--- config.mk ---
export PLATFORM = sky130hd
export DESIGN_NAME = sprite_dma_ctrl_flat
export DESIGN_NICKNAME = d
export VERILOG_FILES = /design/src/design/dma_pkg.sv /design/src/design/sprite_pkg.sv /design/src/design/obj_wr_if.sv /design/src/design/sprite_dma_ctrl.sv /design/src/flat_wrapper.sv
export SDC_FILE = /design/constraint.sdc
export NUM_CORES = 1
export LEC_CHECK = 0
export ABC_AREA = 1
export ABC_CLOCK_PERIOD_IN_PS = 3600
export BUFFER_PORTS_ARGS = -buffer_cell sky130_fd_sc_hd__buf_2
export CAP_MARGIN = 10
export CORE_MARGIN = 4
export CORE_UTILIZATION = 48
export DETAILED_ROUTE_END_ITERATION = 16
export GPL_ROUTABILITY_DRIVEN = 0
export PLACE_DENSITY = 0.86
export SYNTH_ARGS = -nofsm -noshare
export SYNTH_HDL_FRONTEND = slang
export SYNTH_SLANG_ARGS = --single-unit
--- constraint.sdc ---
create_clock -name clk -period 3.6 [get_ports clk]
set_input_delay 0.54 -clock clk [delete_from_list [all_inputs] [get_ports clk]]
set_output_delay 0.54 -clock clk [all_outputs]
set_load 0.01 [all_outputs]
--- src/design/dma_pkg.sv ---
/* sprite dma walk constants
   counter size, work ram addressing, phase codes and the
   scrambled order in which the counter reaches work ram */
package dma_pkg;

    // dma counter, bit 10 is the done/idle flag
    localparam int dma_cnt_w = 11;

    // main work ram, 1024 bytes
    localparam int ram_aw = 10;

    // horizontal phase codes
    localparam logic [1:0] phase_step  = 2'b10;   // counter moves on
    localparam logic [1:0] phase_write = 2'b01;   // fetched byte goes to the lane

    // counter bit i lands on work ram address bit addr_perm[i]
    // the board wiring scrambles the order, so the sprite table in
    // work ram is not laid out linearly
    localparam int addr_perm [ram_aw] = '{
        2,  // bit 0
        6,  // bit 1
        3,  // bit 2
        4,  // bit 3
        7,  // bit 4
        8,  // bit 5
        9,  // bit 6
        5,  // bit 7
        0,  // bit 8, lane select low
        1   // bit 9, lane select high
    };

endpackage

--- src/design/sprite_pkg.sv ---
/* object buffer layout
   four byte lanes per object entry, and the same entry
   seen as sprite fields */
package sprite_pkg;

    localparam int obj_aw = 8;                       // 256 objects
    localparam int lane_w [4] = '{8, 8, 8, 5};      // lane 3 keeps 5 bits only
    localparam int obj_w = 29;                       // sum of the lanes

    // raw view, one member per lane ram
    typedef struct packed {
        logic [lane_w[3]-1:0] lane3;
        logic [lane_w[2]-1:0] lane2;
        logic [lane_w[1]-1:0] lane1;
        logic [lane_w[0]-1:0] lane0;
    } obj_lanes_t;

    // attribute byte as it sits in lane 3
    typedef struct packed {
        logic       flip_y;
        logic       flip_x;
        logic [2:0] palette;
    } obj_attr_t;

    // decoded view, y in the lowest byte
    typedef struct packed {
        obj_attr_t  attr;
        logic [7:0] tile;
        logic [7:0] x;
        logic [7:0] y;
    } obj_fields_t;

    // same 29 bits, read either way
    typedef union packed {
        obj_lanes_t  lanes;
        obj_fields_t fields;
    } obj_entry_t;

endpackage

--- src/design/obj_wr_if.sv ---
/* dma byte write path
   controller to object buffer, one lane byte per strobe */
`timescale 1ns/1ps

interface obj_wr_if;
    import sprite_pkg::*;

    logic [obj_aw-1:0] buf_addr;   // object index from counter 7:0
    logic [7:0]        wr_data;    // byte from work ram
    logic [1:0]        lane_sel;   // counter 9:8
    logic              wr_en;      // single cen cycle

    // controller side
    modport ctrl (
        output buf_addr, wr_data, lane_sel, wr_en
    );

    // object buffer side
    modport buff (
        input buf_addr, wr_data, lane_sel, wr_en
    );

endinterface

--- src/design/sprite_dma_ctrl.sv ---
/* sprite dma controller
   walks the work ram at vblank while the cpu bus is granted,
   scrambling the address and strobing one lane write per byte */
`timescale 1ns/1ps

module sprite_dma_ctrl (
    input  logic                       clk,
    input  logic                       rst_n,
    input  logic                       cen,
    input  logic                       vblank,
    input  logic [1:0]                 hphase,
    input  logic                       busak_n,
    output logic                       busrq_n,
    output logic                       dma_done,
    output logic [dma_pkg::ram_aw-1:0] dma_addr,
    output logic                       dma_cs,
    obj_wr_if.ctrl                     wr,
    input  logic [7:0]                 dma_data
);
    import dma_pkg::*;

    logic [dma_cnt_w-1:0] cnt;        // walk position, msb set = idle
    logic                 vblank_l;   // vblank at last cen
    logic                 vb_rise;
    logic                 active;     // granted and not done yet

    assign vb_rise  = vblank & ~vblank_l;
    assign active   = ~busak_n & ~cnt[dma_cnt_w-1];
    assign dma_done = cnt[dma_cnt_w-1];

    // counter only moves with the grant
    always_ff @(posedge clk or negedge rst_n) begin
        if (!rst_n) begin
            vblank_l <= 1'b0;
            cnt      <= {1'b1, {(dma_cnt_w-1){1'b0}}};   // idle, done high
        end else if (cen) begin
            vblank_l <= vblank;
            if (vb_rise) begin
                cnt <= '0;                                 // new frame, start over
            end else if (active && hphase == phase_step) begin
                cnt <= cnt + 1'b1;
            end
        end
    end

    // bus request held from vblank until the walk ends
    always_ff @(posedge clk or negedge rst_n) begin
        if (!rst_n) begin
            busrq_n <= 1'b1;
        end else if (cen) begin
            if (vb_rise) begin
                busrq_n <= 1'b0;
            end else if (cnt[dma_cnt_w-1]) begin
                busrq_n <= 1'b1;   // done, hand the bus back
            end
        end
    end

    // scrambled work ram address
    always_comb begin
        dma_addr = '0;
        for (int i = 0; i < ram_aw; i++) begin
            dma_addr[addr_perm[i]] = cnt[i];
        end
    end

    // fetch half of the phase, phases 0 and 1
    assign dma_cs = active & ~hphase[1];

    // byte fetched at phase 0 is written at phase 1
    assign wr.buf_addr = cnt[7:0];
    assign wr.lane_sel = cnt[9:8];
    assign wr.wr_data  = dma_data;
    assign wr.wr_en    = cen & dma_cs & (hphase == phase_write);

endmodule

--- src/flat_wrapper.sv ---
// flat-port wrapper written by rule: the top's interface ports become plain ports
module sprite_dma_ctrl_flat import dma_pkg::*;
  (clk, rst_n, cen, vblank, hphase, busak_n, busrq_n, dma_done, dma_addr, dma_cs, dma_data, wr_buf_addr, wr_wr_data, wr_lane_sel, wr_wr_en);
  obj_wr_if wr_i ();
  input  logic clk;
  input  logic rst_n;
  input  logic cen;
  input  logic vblank;
  input  logic [1:0] hphase;
  input  logic busak_n;
  output logic busrq_n;
  output logic dma_done;
  output logic [dma_pkg::ram_aw-1:0] dma_addr;
  output logic dma_cs;
  input  logic [7:0] dma_data;
  output wire logic [$bits(wr_i.buf_addr)-1:0] wr_buf_addr;
  output wire logic [$bits(wr_i.wr_data)-1:0] wr_wr_data;
  output wire logic [$bits(wr_i.lane_sel)-1:0] wr_lane_sel;
  output wire logic [$bits(wr_i.wr_en)-1:0] wr_wr_en;
  assign wr_buf_addr = wr_i.buf_addr;
  assign wr_wr_data = wr_i.wr_data;
  assign wr_lane_sel = wr_i.lane_sel;
  assign wr_wr_en = wr_i.wr_en;
  sprite_dma_ctrl u_core (.clk(clk), .rst_n(rst_n), .cen(cen), .vblank(vblank), .hphase(hphase), .busak_n(busak_n), .busrq_n(busrq_n), .dma_done(dma_done), .dma_addr(dma_addr), .dma_cs(dma_cs), .wr(wr_i), .dma_data(dma_data));
endmodule
==> impl_results.md, run 1 <==
- Status: completed
- Setup crit end kind: output port
- Total nets after synthesis: 134
- Post-synth top area cell: dfrtp_1
- Initial core utilization: 0.519
- Clock share of power: 0.284
- Fin crit period: 1.77 ns
- Drt initial violations: 12
- First-pass GRT wire length: 3250 um
- Synth warn: 0
- CP arrival: 1.23 ns
- Worst EP required: 3.06 ns
- CTS Buf Count: 3
- Dpl hpwl: 1480 um
- Syn Inst Count: 118
- PD cells: 332 nW/um^2
- Clock Latency Late Sink: 0.28 ns
- Top cell type's share of synthesized area: 0.297
- Gr usage total: 0.165
- Clock sink count: 13
- Top post-synthesis cells by area: dfrtp_1, buf_4, nand2_1
- Layout Utilization: 0.549
- Sequential-to-total area share from yosys stat: 0.354
- Layout fillers: 155
- ANT cells: 0
- Ys async rst share: 1.00
- Total Wirelength: 1920 um
- Critical Path Fanout Max: 3
- Initial antenna violation count: 0
- DRC Markers: 0
- Die X: 51.9 um
- # setup viols final: 0
- MaxCap Viol Count: 0
- CTS clock-pin slew for the worst setup and hold paths: 0.08 ns
- Worst Hold Class: primary input to asynchronous set/reset pin
- CTS root buf: clkbuf_4
- Final Max Tran Viols: 0
- IO Pins: 47
- Count of different cell masters after synthesis: 21
- Worst vdd ir: 0.000218 V
- CP Launch Type: register
- Syn_area_per_cell: 7.85 um^2
- Placed Area: 952 um^2
- Final hold violations: 0
- Post-synth top cells: nand2_1, buf_4, nand3_1, inv_1, nor2_1
- Cell area after layout: 978 um^2
- Site Rows: 15
- Pin count of the biggest net entering global routing: 14
- Drt pass-1 iters: 4
- Worst Tran Pin Value: 0.295 ns
- Comb power frac: 0.198
- #FFs+latches synth: 13
- Switch share: 0.314
- Fmax: 565 MHz
- Clk buf depth: 2
- Int Power: 0.223 mW
- Post-synth EDFFs: 0
- Crit Path Class: register to output port
- Port bufs: 30
- Final setup TNS: 0 ns
- Avg WL per Cell: 12.1 um
- Synthesized area: 926 um^2
- Pwr Total: 0.325 mW
- Via count: 792
- Setup Buffers After CTS: 0
- Area growth from synthesis to layout: 5.68%
- Net count, final: 150
- Switch Pwr: 0.102 mW
- Die Ht: 51.9 um
- Post-CTS Resized: 0
- Period utilization: 0.491
- Sequential Power Share: 0.518
- Die area: 2700 um^2
- Final ANT Viol Nets: 0
- Vias per std cell: 5.01
- Worst slew margin: 0.804
- P_leak: 0.579 nW
- Gr ovfl total: 0
- H-tree depth: 1
- Clk_skew: 0.00198 ns
- Vias in the first global route: 743
- Post-synth top flop: dfrtp_1
- Layout cells sized above 1: 0.346
- Count leader, synth: nand2_1
- CTS tree: done
- RSZ-0062 raised after global routing: no
- Core box area: 1780 um^2
- CTS Hold Bufs: 0
power by group through the flow:
stage          Combinational, mW  Sequential, mW  Clock, mW
2_1_floorplan             0.0553           0.173          0
3_3_place_gp              0.0637           0.169          0
3_5_place_dp              0.0649           0.171          0
4_1_cts                   0.0652           0.168     0.0952
5_1_grt                   0.0735           0.170     0.0997
6_report                  0.0644           0.168     0.0920
critical path, cell delays in order, from the launching register on:
cell and delay, ns:
dfstp_2 0.39, nor2_4 0.14, inv_1 0.06, nor4_1 0.17, buf_2 0.18
layer usage:
layer / wire [um] / vias to the layer above / global-route usage
met5: 0 / - / 0
met4: 52 / 0 / 0.109
met3: 119 / 7 / 0.0430
met2: 1000 / 27 / 0.280
met1: 742 / 369 / 0.179
li1: - / 389 / -
path summary, 6_finish.rpt:
path	from	to	slack, ns	cells after the start
worst min-delay path	rst_n	u_core.vblank_l	0.13	1
worst max-delay path	u_core.cnt[10]	wr_wr_en	1.83	4
min in group clk	vblank	u_core.vblank_l	0.50	3
worst max register to register	u_core.cnt[1]	u_core.cnt[10]	2.24	7
max in group asynchronous	rst_n	u_core.busrq_n	3.19	1
worst min register to register	u_core.cnt[10]	u_core.cnt[10]	0.54	2
kinds of logic (layout without fill, tap and decap cells):
group,count (synthesis),after routing,synth area share
AND/OR/NAND/NOR,59,59,0.314
AO/OA/AOI/OAI,10,10,0.0811
buffers and inverters,34,49,0.228
flip-flops,13,13,0.354
XOR/XNOR,1,1,0.00946
adder cells (fa/ha/maj),1,1,0.0135
cell usage in the layout (no fill, tap or decap):
cell type and count:
buf_2 30, nand2_1 21, nand3_1 15, inv_1 14, nor2_1 13, dfrtp_1 11, o21bai_1 4, a21oi_2 4
nand4_1 3, clkbuf_4 3, nand2_2 2, o21ai_0 2, dfstp_2 2, nor2_4 1, nor4_1 1, inv_2 1
nand3_4 1, nand3_2 1, nand2_4 1, xor2_1 1, ha_1 1, clkbuf_1 1
through the flow:
step / cells / hold WS [ns] / setup WS (ns)
after detailed placement: 154 / 0.443 / 1.88
after floorplan: 118 / 0.244 / 2.01
after global placement: 154 / 0.442 / 1.94
after global routing: 158 / 0.148 / 1.78
final: 158 / 0.126 / 1.83
after CTS: 158 / 0.135 / 1.83
cell type report:
| type | count | area [um^2] | share of cell area |
|---|---|---|---|
| clock buffer | 4 | 26.3 | 0.0269 |
| inverter | 15 | 56.3 | 0.0575 |
| multi-input combinational | 71 | 387 | 0.395 |
| sequential | 13 | 328 | 0.335 |
| tap | 25 | 31.3 | 0.0320 |
| timing repair buffer | 30 | 150 | 0.153 |
state kept, by name, summed over array words and instances (netlist names):
name / count
u_core.busrq_n: 1
u_core.cnt: 11
u_core.vblank_l: 1
(Power assumes the default switching activity.)
==> run 2, diff against run 1 <==
--- a/config.mk
+++ b/config.mk
@@ -5,15 +5,15 @@
 export SDC_FILE = /design/constraint.sdc
 export NUM_CORES = 1
 export LEC_CHECK = 0
-export ABC_AREA = 1
-export ABC_CLOCK_PERIOD_IN_PS = 3600
+export ABC_AREA = 0
+export ABC_CLOCK_PERIOD_IN_PS = 1710
 export BUFFER_PORTS_ARGS = -buffer_cell sky130_fd_sc_hd__buf_2
 export CAP_MARGIN = 10
 export CORE_MARGIN = 4
-export CORE_UTILIZATION = 48
+export CORE_UTILIZATION = 43
 export DETAILED_ROUTE_END_ITERATION = 16
 export GPL_ROUTABILITY_DRIVEN = 0
-export PLACE_DENSITY = 0.86
+export PLACE_DENSITY = 0.79
 export SYNTH_ARGS = -nofsm -noshare
 export SYNTH_HDL_FRONTEND = slang
 export SYNTH_SLANG_ARGS = --single-unit
==> constraint.sdc (replaced) <==
create_clock -name clk -period 1.71 [get_ports clk]
set_input_delay 0.2565 -clock clk [delete_from_list [all_inputs] [get_ports clk]]
set_output_delay 0.2565 -clock clk [all_outputs]
set_load 0.01 [all_outputs]
==> run 2 against run 1 <==
Effect of this change: hold slack improved by 0.10 ns; clock power up 100%; clock skew grew 0.0097 ns; sequential cell count unchanged; setup slack worse by 1.8 ns; via count shrank 9.6%; routed wire length is 13% lower; sequential share of layout area up 1.3 points; largest cell class unchanged.
==> impl_results.md, run 2 <==
- Final ANT Viol Nets: 0
- #FFs+latches synth: 13
- Drt initial violations: 9
- Site Rows: 16
- Top post-synthesis cells by area: dfrtp_1, buf_4, dfstp_2
- Syn_area_per_cell: 9.48 um^2
- Flop-to-flop setup slack: 0.15 ns
- Multi-input combinational cell area: 380 um^2
- Xor/xnor share of the synthesized area: 0
- Final hold violations: 0
- Worst vdd ir: 0.000543 V
- Fmax: 609 MHz
- MaxCap Viol Count: 0
- Final Max Tran Viols: 0
- Worst slew margin: 0.693
- Hold Path End: u_core.vblank_l
- Status: completed
- Setup crit end kind: output port
- Synthesized area: 872 um^2
- Pin count of the biggest net entering global routing: 15
- Via count: 716
- Vias in the first global route: 630
- Min-Delay Startpoint: vblank
- Reg2reg end: u_core.cnt[6]
- Vias per std cell: 5.38
- Setup Buffers After CTS: 0
- Hold path depth: 2
- Cell area after layout: 941 um^2
- CP arrival: 1.39 ns
- Port bufs: 30
- Met2 wire length: 752 um
- ANT cells: 0
- Largest registers: u_core.cnt: 11 flops, u_core.busrq_n: 1 flops, u_core.vblank_l: 1 flops
- Crit Reg-Reg Startpoint: u_core.cnt[0]
- Worst Hold Class: primary input to register
- Largest Register: u_core.cnt
- Largest family of logic cells by synthesized area: simple AND/OR/NAND/NOR gates
- Storage cell area: 328 um^2
- PD cells: 622 nW/um^2
- Synth warn: 0
- Drt pass-1 iters: 4
- Worst Reg-to-Reg Cells: 4
- Top cell type's share of synthesized area: 0.316
- CTS tree: done
- Final setup TNS: 0 ns
- Die Ht: 53.0 um
- Syn Inst Count: 92
- IO Pins: 47
- Initial core utilization: 0.449
- Wire length on met3: 166 um
- Clk buf depth: 2
- Post-synth top cells: buf_4, dfrtp_1, a21oi_1, nor4_1, or4_1
- Initial antenna violation count: 0
- Placed cells: 128
- Dpl hpwl: 1320 um
- Final worst slack: 0.0681 ns
- # setup viols final: 0
- Critical Path Fanout Max: 8
- First-pass GRT wire length: 2780 um
- Post-Synth Adder-Cell Area: 0.0143
- Gr ovfl total: 0
- Fin crit period: 1.64 ns
- Most frequent cells in the layout: buf_2, dfrtp_1, a21oi_1, or4_1, nor4_1
- Post-synthesis mux area share: 0.0473
- Total nets after synthesis: 108
- Die area: 2810 um^2
- Gr usage total: 0.134
- Layout cells sized above 1: 0.368
- CTS root buf: clkbuf_4
- WHS: 0.231 ns
- Die X: 53.0 um
- CTS Buf Count: 3
- Layout fillers: 194
- Compound-Gate Fraction of Synth Area: 0.105
- Simple-gate portion of the synthesized area: 0.267
- Layout Utilization: 0.485
- Count leader, synth: buf_4
- Max reg flops: 11
- Ys async rst share: 1.00
- Clock sink count: 13
- Wl on met1: 749 um
- Count of different cell masters after synthesis: 32
- Post-synth EDFFs: 0
- P_leak: 0.444 nW
- Avg WL per Cell: 12.6 um
- CP Launch Type: register
- Top routing layer in use: met4
- Period utilization: 0.960
- Pre-CTS WS: 0.142 ns
- Sequential-to-total area share from yosys stat: 0.376
- DRC Markers: 0
- Worst EP required: 1.45 ns
- CTS clock-pin slew for the worst setup and hold paths: 0.09 ns
- H-tree depth: 1
- RSZ-0062 raised after global routing: no
- Pwr Total: 0.585 mW
- Crit Path Class: register to output port
- Post-synth top flop: dfrtp_1
- Clk_skew: 0.0117 ns
- Clock Latency Late Sink: 0.28 ns
- Commonest non-fill, non-tap cell in the layout: buf_2
- Area growth from synthesis to layout: 7.89%
- Fin cells: 133
- Placed Area: 901 um^2
- Worst Tran Pin Value: 0.459 ns
- Net count, final: 123
- Core box area: 1940 um^2
- Total Wirelength: 1680 um
- Post-synth top area cell: dfrtp_1
[run 2: cell count changes after synthesis, sizes merged, moves of 3 or more]
cell / delta
o21bai: -4
nand3: -14
inv: -12
nand3b: +3
nand2b: +3
o31ai: +4
nor2: -12
nand2: -20
mux2i: +3
or4: +5
nor4: +4
[run 2: critical path, cell delays in order, from the launching register on]
cell and delay (ns):
dfstp_2 0.59, or2_4 0.17, nor2_1 0.05, and3_1 0.17, buf_2 0.13
[run 2: area by class of cell]
type / instances / area share
Clock buffer: 3 / 0.0239
Clock inverter: 1 / 0.00532
Inverter: 3 / 0.0120
Multi-Input combinational cell: 55 / 0.404
Sequential cell: 13 / 0.348
Tap cell: 27 / 0.0359
Timing Repair Buffer: 31 / 0.170
[run 2: worst max-delay path by stage]
stage                   start       endpoint  slack [ns]
2_1_floorplan   u_core.cnt[0]  u_core.cnt[6]        0.25
3_3_place_gp        hphase[0]  u_core.cnt[5]        0.19
3_5_place_dp        hphase[0]  u_core.cnt[5]        0.14
4_1_cts        u_core.cnt[10]       wr_wr_en        0.07
5_1_grt        u_core.cnt[10]       wr_wr_en       0.002
6_report       u_core.cnt[10]       wr_wr_en        0.07
[run 2: per-layer routing]
metal  global-route usage  vias up
li1                     -      347
met5                    0        -
met2                0.202       26
met1                0.172      341
met3               0.0535        2
met4               0.0426        0
[run 2: timing repair]
action	in CTS	in global routing
hold buffers	1	0
setup endpoints to repair	1	0
gates resized for setup	1	0
endpoints found under the hold margin	11	0
[run 2: where the power goes]
group          internal (mW)  total [mW]  switching, mW
logic                 0.0313      0.0729         0.0416
clock network         0.0867       0.187          0.100
registers              0.315       0.326         0.0103
total                  0.433       0.585          0.152
[run 2: logic make-up after synthesis]
family,after synthesis
and+or+nand+nor,36
buffers and inverters,24
AOI/OAI and AO/OA,14
DFF,13
muxes,4
adders and majority gates,1
==> run 3, diff against run 2 <==
--- a/config.mk
+++ b/config.mk
@@ -12,8 +12,8 @@
 export CORE_MARGIN = 4
 export CORE_UTILIZATION = 43
 export DETAILED_ROUTE_END_ITERATION = 16
-export GPL_ROUTABILITY_DRIVEN = 0
 export PLACE_DENSITY = 0.79
+export SETUP_SLACK_MARGIN = 0.5
 export SYNTH_ARGS = -nofsm -noshare
 export SYNTH_HDL_FRONTEND = slang
 export SYNTH_SLANG_ARGS = --single-unit
==> run 3 against run 2 <==
Effect of this change: sequential share of layout area shrank 9.1 points; clock-buffer cell count grew 1; maximum frequency grew 8.9%; first-iteration DRC count grew 33%; critical path depth is the same; sequential cell count is the same; total power grew 7.7%; setup slack gained 0.13 ns; cell area grew 39%; via count grew 16%; hold slack gained 0.018 ns; largest cell class unchanged.
==> impl_results.md, run 3 (synthesized netlist as in run 2, its figures left out) <==
- Site Rows: 16
- Slowest stage delay, CP: 0.37 ns
- CTS tree: done
- Avg WL per Cell: 17.1 um
- Status: completed
- Die X: 53.0 um
- MaxCap Viol Count: 0
- H-tree depth: 1
- Cell family with most CP delay: simple AND/OR/NAND/NOR gates
- Final hold violations: 0
- Core box area: 1940 um^2
- Worst EP required: 1.45 ns
- Max reg flops: 11
- Net count, final: 139
- Critical Path Fanout Max: 2
- Worst Hold Class: primary input to register
- Final ANT Viol Nets: 0
- CP arrival: 1.25 ns
- Final Max Tran Viols: 0
- Commonest non-fill, non-tap cell in the layout: buf_2
- P_leak: 0.574 nW
- RSZ-0062 raised after global routing: yes
- Layout fillers: 149
- Setup crit end kind: output port
- Drt initial violations: 12
- ANT cells: 0
- Initial core utilization: 0.449
- Worst Path Buf+Inv: 1
- Dpl hpwl: 1530 um
- DRC Markers: 0
- Gr usage total: 0.173
- Via count: 834
- Port bufs: 30
- Layout Utilization: 0.674
- Fmax: 663 MHz
- Drt pass-1 iters: 4
- Period utilization: 0.882
- Multi-input combinational cell area: 552 um^2
- CTS root buf: clkbuf_4
- Worst vdd ir: 0.000473 V
- Fin crit period: 1.51 ns
- Vias per std cell: 5.60
- Clock sink count: 13
- Initial antenna violation count: 0
- Pin count of the biggest net entering global routing: 14
- Placed Area: 948 um^2
- Most frequent cells in the layout: buf_2, buf_6, buf_4, dfrtp_2
- IO Pins: 47
- Clk_skew: 0.00932 ns
- Die area: 2810 um^2
- Critical-path top delay cell: dfstp_2
- Vias in the first global route: 780
- Global placement routability congestion: 0.840
- # setup viols final: 0
- PD cells: 482 nW/um^2
- Crit Path Class: register to output port
- Layout cells sized above 1: 0.664
- Pre-CTS WS: 0.200 ns
- Worst Tran Pin Value: 0.395 ns
- Worst path cell trace: or2_4 > nor2_4 > and3_4 > buf_6
- Final worst slack: 0.202 ns
- Largest registers: u_core.cnt: 11 flops, u_core.busrq_n: 1 flops, u_core.vblank_l: 1 flops
- Area growth from synthesis to layout: 50.1%
- Die Ht: 53.0 um
- Total Wirelength: 2550 um
- Final setup TNS: 0 ns
- Cell area after layout: 1310 um^2
- CTS Buf Count: 3
- First-pass GRT wire length: 3570 um
- Worst slew margin: 0.736
- Largest Register: u_core.cnt
- Clk buf depth: 2
- Storage cell area: 337 um^2
- Gr ovfl total: 0
- CP Launch Type: register
- Clock Latency Late Sink: 0.28 ns
- CTS clock-pin slew for the worst setup and hold paths: 0.07 ns
run 3: changes by cell type in the layout (fill, tap and decap cells not counted), moves of 5 or more:
cell	delta
buf_6	+13
buf_2	-9
dfrtp_2	+7
buf_4	+11
nor4_1	-5
dfrtp_1	-7
run 3: cell type report:
class / count / area share
repair buffers: 47 / 0.267
flip-flops and latches: 13 / 0.257
clock buffers: 4 / 0.0201
inverters: 3 / 0.00860
well taps: 27 / 0.0258
multi-input cells: 55 / 0.422
run 3: path summary, 6_finish.rpt:
check,from,end,slack (ns),cells after the start
max,u_core.cnt[10],wr_wr_en,0.20,4
min,vblank,u_core.vblank_l,0.25,2
max reg2reg,u_core.cnt[0],u_core.cnt[4],0.25,4
min reg2reg,u_core.busrq_n,u_core.busrq_n,0.55,2
max in group asynchronous,rst_n,u_core.busrq_n,1.00,2
min in group asynchronous,rst_n,u_core.cnt[5],0.41,2
run 3: worst register-to-register path: stages, from the launching register on:
cell and delay [ns]:
dfrtp_2 0.44, ha_4 0.18, nand3_4 0.11, or4_4 0.54, a21oi_2 0.13
run 3: report_power, final:
group	internal, mW	total [mW]	switching, mW	leakage [nW]
clock	0.0905	0.192	0.102	0.0150
sequential	0.316	0.330	0.0139	0.160
combinational	0.0497	0.108	0.0585	0.399
total	0.457	0.631	0.174	0.574
run 3: what timing repair did:
item	4_1_cts	5_1_grt
gates resized for setup	14	26
setup endpoints to repair	17	24
hold endpoints to repair	11	0
pin swaps	8	4
hold buffers	1	0
buffers inserted	7	8
run 3: through the flow:
stage	total power, mW	cells	hold slack [ns]
floorplan	0.404	92	-0.0391
global placement	0.409	129	0.157
detailed placement	0.413	129	0.158
CTS	0.619	141	0.241
global route	0.658	149	0.242
finish	0.631	149	0.249
run 3: layer usage:
layer  GRT usage  up-vias  wire length [um]
met2       0.289       35              1360
met5           0        -                 0
met1       0.209      410               987
met3      0.0761        4               175
li1            -      385                 -
met4      0.0255        0                26
